File: config.mk
export PLATFORM = sky130hd
export DESIGN_NAME = forward_unit_flat
export DESIGN_NICKNAME = d
export VERILOG_FILES = /design/src/verilog/mem_pkg.sv /design/src/verilog/dmem_if.sv /design/src/verilog/forward_unit.sv /design/src/flat_wrapper.sv
export SDC_FILE = /design/constraint.sdc
export NUM_CORES = 1
export LEC_CHECK = 0
export ABC_AREA = 1
export BUFFER_PORTS_ARGS = -buffer_cell sky130_fd_sc_hd__buf_4
export CAP_MARGIN = 20
export CELL_PAD_IN_SITES_DETAIL_PLACEMENT = 0
export CELL_PAD_IN_SITES_GLOBAL_PLACEMENT = 1
export CORE_MARGIN = 4
export CORE_UTILIZATION = 21
export DETAILED_ROUTE_END_ITERATION = 8
export GPL_TIMING_DRIVEN = 0
export PLACE_DENSITY = 0.95
export SETUP_SLACK_MARGIN = 0.2
export SLEW_MARGIN = 20
export SYNTH_ARGS = -nofsm -noshare
export SYNTH_HDL_FRONTEND = slang
export SYNTH_SLANG_ARGS = --single-unit
File: constraint.sdc
create_clock -name vclk -period 1.9
set_input_delay 0.095 -clock vclk [all_inputs]
set_output_delay 0.095 -clock vclk [all_outputs]
set_load 0.005 [all_outputs]
File: src/verilog/mem_pkg.sv
// memory stage shared definitions
// data word and register index types, the load/store size encoding
// and the data RAM geometry and access wait
package mem_pkg;

    // 32-bit data or address word
    typedef logic [31:0] word_t;

    // general register index, x0 reads as zero
    typedef logic [4:0] reg_idx_t;

    // index into the small set of forwarded CSRs
    typedef logic [1:0] csr_idx_t;

    // encodings follow the RV32 load/store funct3 field
    typedef enum logic [2:0] {
        SZ_BYTE   = 3'b000,
        SZ_HALF   = 3'b001,
        SZ_WORD   = 3'b010,
        SZ_BYTE_U = 3'b100,
        SZ_HALF_U = 3'b101
    } mem_size_e;

    // data RAM depth in words, must be a power of two
    localparam int DMEM_WORDS = 256;

    // word index width into the RAM
    localparam int DMEM_IDX_W = $clog2(DMEM_WORDS);

    // edges from the first sample of an access to its completion pulse
    localparam int MEM_WAIT_CYCLES = 2;

    // wait counter has to hold the value MEM_WAIT_CYCLES itself
    localparam int WAIT_CNT_W = $clog2(MEM_WAIT_CYCLES + 1);

endpackage

File: src/verilog/dmem_if.sv
// data memory access bus
// the stage top issues a held request (re or we with addr, wdata and size),
// the data RAM answers with a one-cycle rvalid or wready pulse
`timescale 1ns/1ps

interface dmem_if;
    import mem_pkg::*;

    word_t     addr;
    word_t     wdata;
    logic      re;
    logic      we;
    mem_size_e size;

    word_t     rdata;
    logic      rvalid;
    logic      wready;

    modport master (output addr, wdata, re, we, size, input rdata, rvalid, wready);

    modport slave (input addr, wdata, re, we, size, output rdata, rvalid, wready);

    // forwarding unit only watches the request state and the load data
    modport monitor (input re, we, rvalid, wready, rdata);

endinterface

File: src/verilog/forward_unit.sv
// operand forwarding and hazard unit
// feeds the execute stage rs1, rs2 and the CSR source from the instruction
// in memory or in write-back, memory first, and holds the front of the
// pipeline while a data memory access is outstanding
`timescale 1ns/1ps

module forward_unit (
    dmem_if.monitor             bus,

    input  mem_pkg::reg_idx_t   ex_rs1,
    input  mem_pkg::reg_idx_t   ex_rs2,
    input  mem_pkg::csr_idx_t   ex_csr_rs,

    input  mem_pkg::reg_idx_t   mem_rd,
    input  mem_pkg::csr_idx_t   mem_csr_rd,
    input  logic                mem_write_gpr,
    input  logic                mem_write_csr,
    input  logic                mem_to_reg,
    input  mem_pkg::word_t      mem_alu_out,
    input  mem_pkg::word_t      mem_csr_out,

    input  mem_pkg::reg_idx_t   wb_rd,
    input  mem_pkg::csr_idx_t   wb_csr_rd,
    input  logic                wb_write_gpr,
    input  logic                wb_write_csr,
    input  mem_pkg::word_t      wb_gpr_data,
    input  mem_pkg::word_t      wb_csr_data,

    output mem_pkg::word_t      rs1_data,
    output mem_pkg::word_t      rs2_data,
    output mem_pkg::word_t      csr_rs_data,
    output logic                rs1_hazard,
    output logic                rs2_hazard,
    output logic                csr_rs_hazard,

    output logic                stall_if,
    output logic                stall_id,
    output logic                stall_me,
    output logic                flush_wb
);
    import mem_pkg::*;

    word_t mem_gpr_val;
    logic  pending;

    logic  rs1_mem_hit;
    logic  rs1_wb_hit;
    logic  rs2_mem_hit;
    logic  rs2_wb_hit;
    logic  csr_mem_hit;
    logic  csr_wb_hit;

    // x0 never forwards
    function automatic logic gpr_hit(input logic wr, input reg_idx_t rd, input reg_idx_t src);
        return wr && (rd == src) && (src != '0);
    endfunction

    // every CSR index is a real register, zero included
    function automatic logic csr_hit(input logic wr, input csr_idx_t rd, input csr_idx_t src);
        return wr && (rd == src);
    endfunction

    // a load in memory forwards the RAM data, anything else its ALU result
    assign mem_gpr_val = mem_to_reg ? bus.rdata : mem_alu_out;

    assign rs1_mem_hit = gpr_hit(mem_write_gpr, mem_rd, ex_rs1);
    assign rs1_wb_hit  = gpr_hit(wb_write_gpr, wb_rd, ex_rs1);
    assign rs2_mem_hit = gpr_hit(mem_write_gpr, mem_rd, ex_rs2);
    assign rs2_wb_hit  = gpr_hit(wb_write_gpr, wb_rd, ex_rs2);
    assign csr_mem_hit = csr_hit(mem_write_csr, mem_csr_rd, ex_csr_rs);
    assign csr_wb_hit  = csr_hit(wb_write_csr, wb_csr_rd, ex_csr_rs);

    always_comb begin
        if (rs1_mem_hit) begin
            rs1_data = mem_gpr_val;
        end else if (rs1_wb_hit) begin
            rs1_data = wb_gpr_data;
        end else begin
            rs1_data = '0;
        end
    end

    always_comb begin
        if (rs2_mem_hit) begin
            rs2_data = mem_gpr_val;
        end else if (rs2_wb_hit) begin
            rs2_data = wb_gpr_data;
        end else begin
            rs2_data = '0;
        end
    end

    always_comb begin
        if (csr_mem_hit) begin
            csr_rs_data = mem_csr_out;
        end else if (csr_wb_hit) begin
            csr_rs_data = wb_csr_data;
        end else begin
            csr_rs_data = '0;
        end
    end

    assign rs1_hazard    = rs1_mem_hit || rs1_wb_hit;
    assign rs2_hazard    = rs2_mem_hit || rs2_wb_hit;
    assign csr_rs_hazard = csr_mem_hit || csr_wb_hit;

    // request up but no completion pulse yet
    assign pending = (bus.re || bus.we) && !(bus.rvalid || bus.wready);

    // fetch, decode and memory hold, write-back gets a bubble
    assign stall_if = pending;
    assign stall_id = pending;
    assign stall_me = pending;
    assign flush_wb = pending;

endmodule

File: src/flat_wrapper.sv
// flat-port wrapper written by rule: the top's interface ports become plain ports
module forward_unit_flat import mem_pkg::*;
  (ex_rs1, ex_rs2, ex_csr_rs, mem_rd, mem_csr_rd, mem_write_gpr, mem_write_csr, mem_to_reg, mem_alu_out, mem_csr_out, wb_rd, wb_csr_rd, wb_write_gpr, wb_write_csr, wb_gpr_data, wb_csr_data, rs1_data, rs2_data, csr_rs_data, rs1_hazard, rs2_hazard, csr_rs_hazard, stall_if, stall_id, stall_me, flush_wb, bus_re, bus_we, bus_rvalid, bus_wready, bus_rdata);
  dmem_if bus_i ();
  input  mem_pkg::reg_idx_t ex_rs1;
  input  mem_pkg::reg_idx_t ex_rs2;
  input  mem_pkg::csr_idx_t ex_csr_rs;
  input  mem_pkg::reg_idx_t mem_rd;
  input  mem_pkg::csr_idx_t mem_csr_rd;
  input  logic mem_write_gpr;
  input  logic mem_write_csr;
  input  logic mem_to_reg;
  input  mem_pkg::word_t mem_alu_out;
  input  mem_pkg::word_t mem_csr_out;
  input  mem_pkg::reg_idx_t wb_rd;
  input  mem_pkg::csr_idx_t wb_csr_rd;
  input  logic wb_write_gpr;
  input  logic wb_write_csr;
  input  mem_pkg::word_t wb_gpr_data;
  input  mem_pkg::word_t wb_csr_data;
  output mem_pkg::word_t rs1_data;
  output mem_pkg::word_t rs2_data;
  output mem_pkg::word_t csr_rs_data;
  output logic rs1_hazard;
  output logic rs2_hazard;
  output logic csr_rs_hazard;
  output logic stall_if;
  output logic stall_id;
  output logic stall_me;
  output logic flush_wb;
  input wire logic [$bits(bus_i.re)-1:0] bus_re;
  input wire logic [$bits(bus_i.we)-1:0] bus_we;
  input wire logic [$bits(bus_i.rvalid)-1:0] bus_rvalid;
  input wire logic [$bits(bus_i.wready)-1:0] bus_wready;
  input wire logic [$bits(bus_i.rdata)-1:0] bus_rdata;
  assign bus_i.re = bus_re;
  assign bus_i.we = bus_we;
  assign bus_i.rvalid = bus_rvalid;
  assign bus_i.wready = bus_wready;
  assign bus_i.rdata = bus_rdata;
  forward_unit u_core (.bus(bus_i), .ex_rs1(ex_rs1), .ex_rs2(ex_rs2), .ex_csr_rs(ex_csr_rs), .mem_rd(mem_rd), .mem_csr_rd(mem_csr_rd), .mem_write_gpr(mem_write_gpr), .mem_write_csr(mem_write_csr), .mem_to_reg(mem_to_reg), .mem_alu_out(mem_alu_out), .mem_csr_out(mem_csr_out), .wb_rd(wb_rd), .wb_csr_rd(wb_csr_rd), .wb_write_gpr(wb_write_gpr), .wb_write_csr(wb_write_csr), .wb_gpr_data(wb_gpr_data), .wb_csr_data(wb_csr_data), .rs1_data(rs1_data), .rs2_data(rs2_data), .csr_rs_data(csr_rs_data), .rs1_hazard(rs1_hazard), .rs2_hazard(rs2_hazard), .csr_rs_hazard(csr_rs_hazard), .stall_if(stall_if), .stall_id(stall_id), .stall_me(stall_me), .flush_wb(flush_wb));
endmodule
# Yosys cells after proc, flatten, opt, wreduce, memory -nomap -nowiden
# Cells that the tools add are included.
# totals
out_inout_bits,103
wordCells,32
regBits,0
# classes
muxes,7
n_eq_ne,6
n_reduce_logical,19
# ops
operator,n
$mux 32,7
$eq 5x5->1,4
$logic_and 1x1->1,11
$reduce_bool 5->1,2
$logic_or 1x1->1,5
$eq 2x2->1,2
$logic_not 1->1,1

# Longest topological paths before layout
# logic_depth
depth_word,5
mapped_depth,10
mapped_depth_nobuf,9

# Worst setup path before layout
# No wires, ideal clock.
# synth_timing
path_type,input-to-output
from,in mem_to_reg
to,out rs1_data[1]
stages,5
slack_ns,0.830
arrival_ns,0.975
path_buffers,2
cell_sequence,clkbuf_1 buf_2 mux2_2 nand2_1 o21ai_0
# synth_via
elab_chain_cells,2
# synth_lines
element,line,rtl
start: declaration,flat_wrapper.sv:12,input logic mem_to_reg;
$mux 32,forward_unit.sv:64,assign mem_gpr_val = mem_to_reg ? bus.rdata : mem_alu_out;
$mux 32,forward_unit.sv:74,if (rs1_mem_hit) begin
end: declaration,flat_wrapper.sv:21,output mem_pkg::word_t rs1_data;
# No other way between the ends.

# Worst setup path in the final report
# layout_timing
from,in ex_rs1[4]
to,out rs1_data[30]
# layout_via
elab_chain_cells,5
elab_cells_between_ends,9
cone_classes,2 x eq/ne; 2 x mux; 5 x reduce/logical
# layout_lines
element,line,rtl
start: declaration,flat_wrapper.sv:5,input mem_pkg::reg_idx_t ex_rs1;
$eq 5x5->1,forward_unit.sv:55,return wr && (rd == src) && (src != '0);
$logic_and 1x1->1 (2 in series),forward_unit.sv:55,
$mux 32,forward_unit.sv:76,end else if (rs1_wb_hit) begin
$mux 32 (*),forward_unit.sv:74,
# Mark *: on every way between the ends. The rest lies on a longest branch, timed or not.

==> impl_metrics.json <==
{
  "outcome": "complete, no violations",
  "drc": 0,
  "postCtsSetupRepairBufs": 0,
  "startpoint": "ex_rs1[4]",
  "min_path_type": "input pin to output pin",
  "seq_cells": 0,
  "fin_setup_tns_ns": 0,
  "nClkBuffers": 0,
  "die_area_mm2": 0.0138,
  "maxUsedRoutingLayer": "met4",
  "pin_count": 298,
  "grt_pass1_wl_mm": 22.3,
  "overflow": 0,
  "dp_hpwl_mm": 12.1,
  "rows": 39,
  "crit_required_ns": 1.80,
  "diodes": 0,
  "final_cell_mix": "buf_4 (303), nand2_1 (192), nand3_1 (131), mux2_2 (32), buf_2 (24)",
  "slew-limit-headroom": 0.625,
  "layout_setup_ws_ns": 0.369,
  "power_density_mw_per_mm2": 181,
  "worst_setup_path_end_kind": "output pin",
  "max_stage_delay_ns": 0.25,
  "wl_met1_mm": 5.72,
  "wl_met2_mm": 7.16,
  "yosys-top-cells-area": "nand2_1 (29%), nand3_1 (26%), mux2_2 (14%), o21ai_2 (5.2%), buf_2 (4.8%)",
  "path_cells": "buf_4 -> inv_1 -> nand2_1 -> nand2_1 -> nand2_1 -> nor2_4 -> buf_2 -> nand3_1 -> o21ai_1 -> buf_4",
  "fin_util": 0.426,
  "drt-wirelength-per-cell_um": 15.3,
  "drt-initial-drc-count": 297,
  "placed_area_mm2": 0.00492,
  "arrival_ns": 1.44,
  "register_area_um2": 0,
  "setup_viol": 0,
  "fin_area_mm2": 0.00493,
  "power_mw": 0.894,
  "grt_max_degree": 11,
  "synth.top_cell.area_share": 0.287,
  "yosysWarnings": 0,
  "core_mm2": 0.0116,
  "layout-area-overhead-vs-synth_pct": 96.1,
  "crit_fanout": 10,
  "drv_cap": 0,
  "finalMaxSlewViolations": 0,
  "ir_worst_vdd_uv": 111,
  "p_leak_nw": 2.85,
  "vias_per_cell": 4.58,
  "place_ws_ns": 0.260,
  "initial_core_util": 0.217,
  "synth_area_per_cell_um2": 5.15,
  "io_buffers": 297,
  "synth_sequential_area_ratio": 0,
  "grtUsageTotal": 0.190,
  "wl_met3_mm": 1.04,
  "wl_mm": 14.2,
  "syn_area_mm2": 0.00251,
  "fin_nets": 982,
  "crit_end": "rs1_data[30]",
  "worst_pin_slew_ns": 0.562,
  "dp_cells": 928,
  "fin_crit_ns": 1.53,
  "whs_ns": 0.457,
  "rsz0062_at_grt": "false",
  "nFillCells": 1246,
  "syn_inst": 488,
  "ys_types": 26,
  "crit_top_cell": "nand2_1",
  "die_h_um": 117,
  "vias": 4248,
  "crit_slowest_cell": "buf_2",
  "synth_top_area_cell": "nand2_1",
  "grt_pass1_vias": 4103,
  "syn-num-nets": 683,
  "gp_congestion": 0.891,
  "worst-setup-path-type": "input pin to output pin",
  "fin_cells": 928,
  "grt_antenna_before_repair": 0,
  "hold_viol": 0,
  "final_antenna_net_count": 0,
  "timing.final.crit_share": 0.806,
  "drtPass1Iterations": 5,
  "mostFrequentLayoutCell": "buf_4",
  "die_w_um": 117,
  "fmax_mhz": 653,
  "worstSetupStartpointType": "input pin",
  "post_route_cells_drive_above_1_share": 0.502
}
==> power by group <==
part / switching [mW] / internal (mW) / total, mW
Clock: 0 / 0 / 0
Combinational: 0.392 / 0.501 / 0.894
Sequential: 0 / 0 / 0
==> worst min-delay path by stage <==
stage | cells after the start | end | startpoint | slack (ns)
global placement | 4 | csr_rs_data[22] | mem_csr_out[22] | 0.45
floorplan | 1 | flush_wb | bus_rvalid | 0.25
CTS | 4 | csr_rs_data[2] | mem_csr_out[2] | 0.46
global route | 4 | csr_rs_data[8] | mem_csr_out[8] | 0.47
detailed placement | 4 | csr_rs_data[6] | mem_csr_out[6] | 0.46
finish | 4 | csr_rs_data[15] | mem_csr_out[15] | 0.46
==> cell usage after synthesis (2+ instances only) <==
master,instances
nor2_1,14
mux2_2,32
nand3_1,131
nand2_1,192
o21ai_1,14
inv_2,3
inv_1,23
nand2_2,3
o21ai_2,15
buf_2,24
buf_6,5
o21ai_0,6
a21oi_1,2
clkbuf_1,4
buf_4,6
nor2_2,4
==> cell type report <==
cell class | count | area (um^2) | share of cell area
Inverter | 26 | 97.6 | 0.0198
Multi-Input combinational cell | 422 | 2160 | 0.439
Timing Repair Buffer | 297 | 2230 | 0.453
Buffer | 40 | 256 | 0.0521
Tap cell | 143 | 179 | 0.0363
==> cells by family (layout without fill, tap and decap cells) <==
family	Yosys count	count (layout)	share of synthesized area
AND/OR/NAND/NOR	350	350	0.610
buffers and inverters	66	363	0.141
AO/OA/AOI/OAI	38	38	0.0991
multiplexers	32	32	0.143
XOR/XNOR	2	2	0.00697
==> routing by layer <==
| metal | global-route usage | vias to the layer above |
|---|---|---|
| met5 | 0 | - |
| met4 | 0.0308 | 0 |
| met3 | 0.0448 | 20 |
| met2 | 0.343 | 152 |
| met1 | 0.233 | 1870 |
| li1 | - | 2206 |
==> worst max-delay path: cells and delay by family <==
family | cells | cell delay [ns]
AOI/OAI and AO/OA | 1 | 0.22
buffers and inverters | 4 | 0.65
and+or+nand+nor | 5 | 0.47
==> what timing repair did <==
| action | CTS | global route |
|---|---|---|
| hold buffers | 0 | 0 |
| resized for setup | 0 | 1 |
| endpoints found under the setup margin | 0 | 3 |
Note: power is estimated with default switching activity, not from simulation.
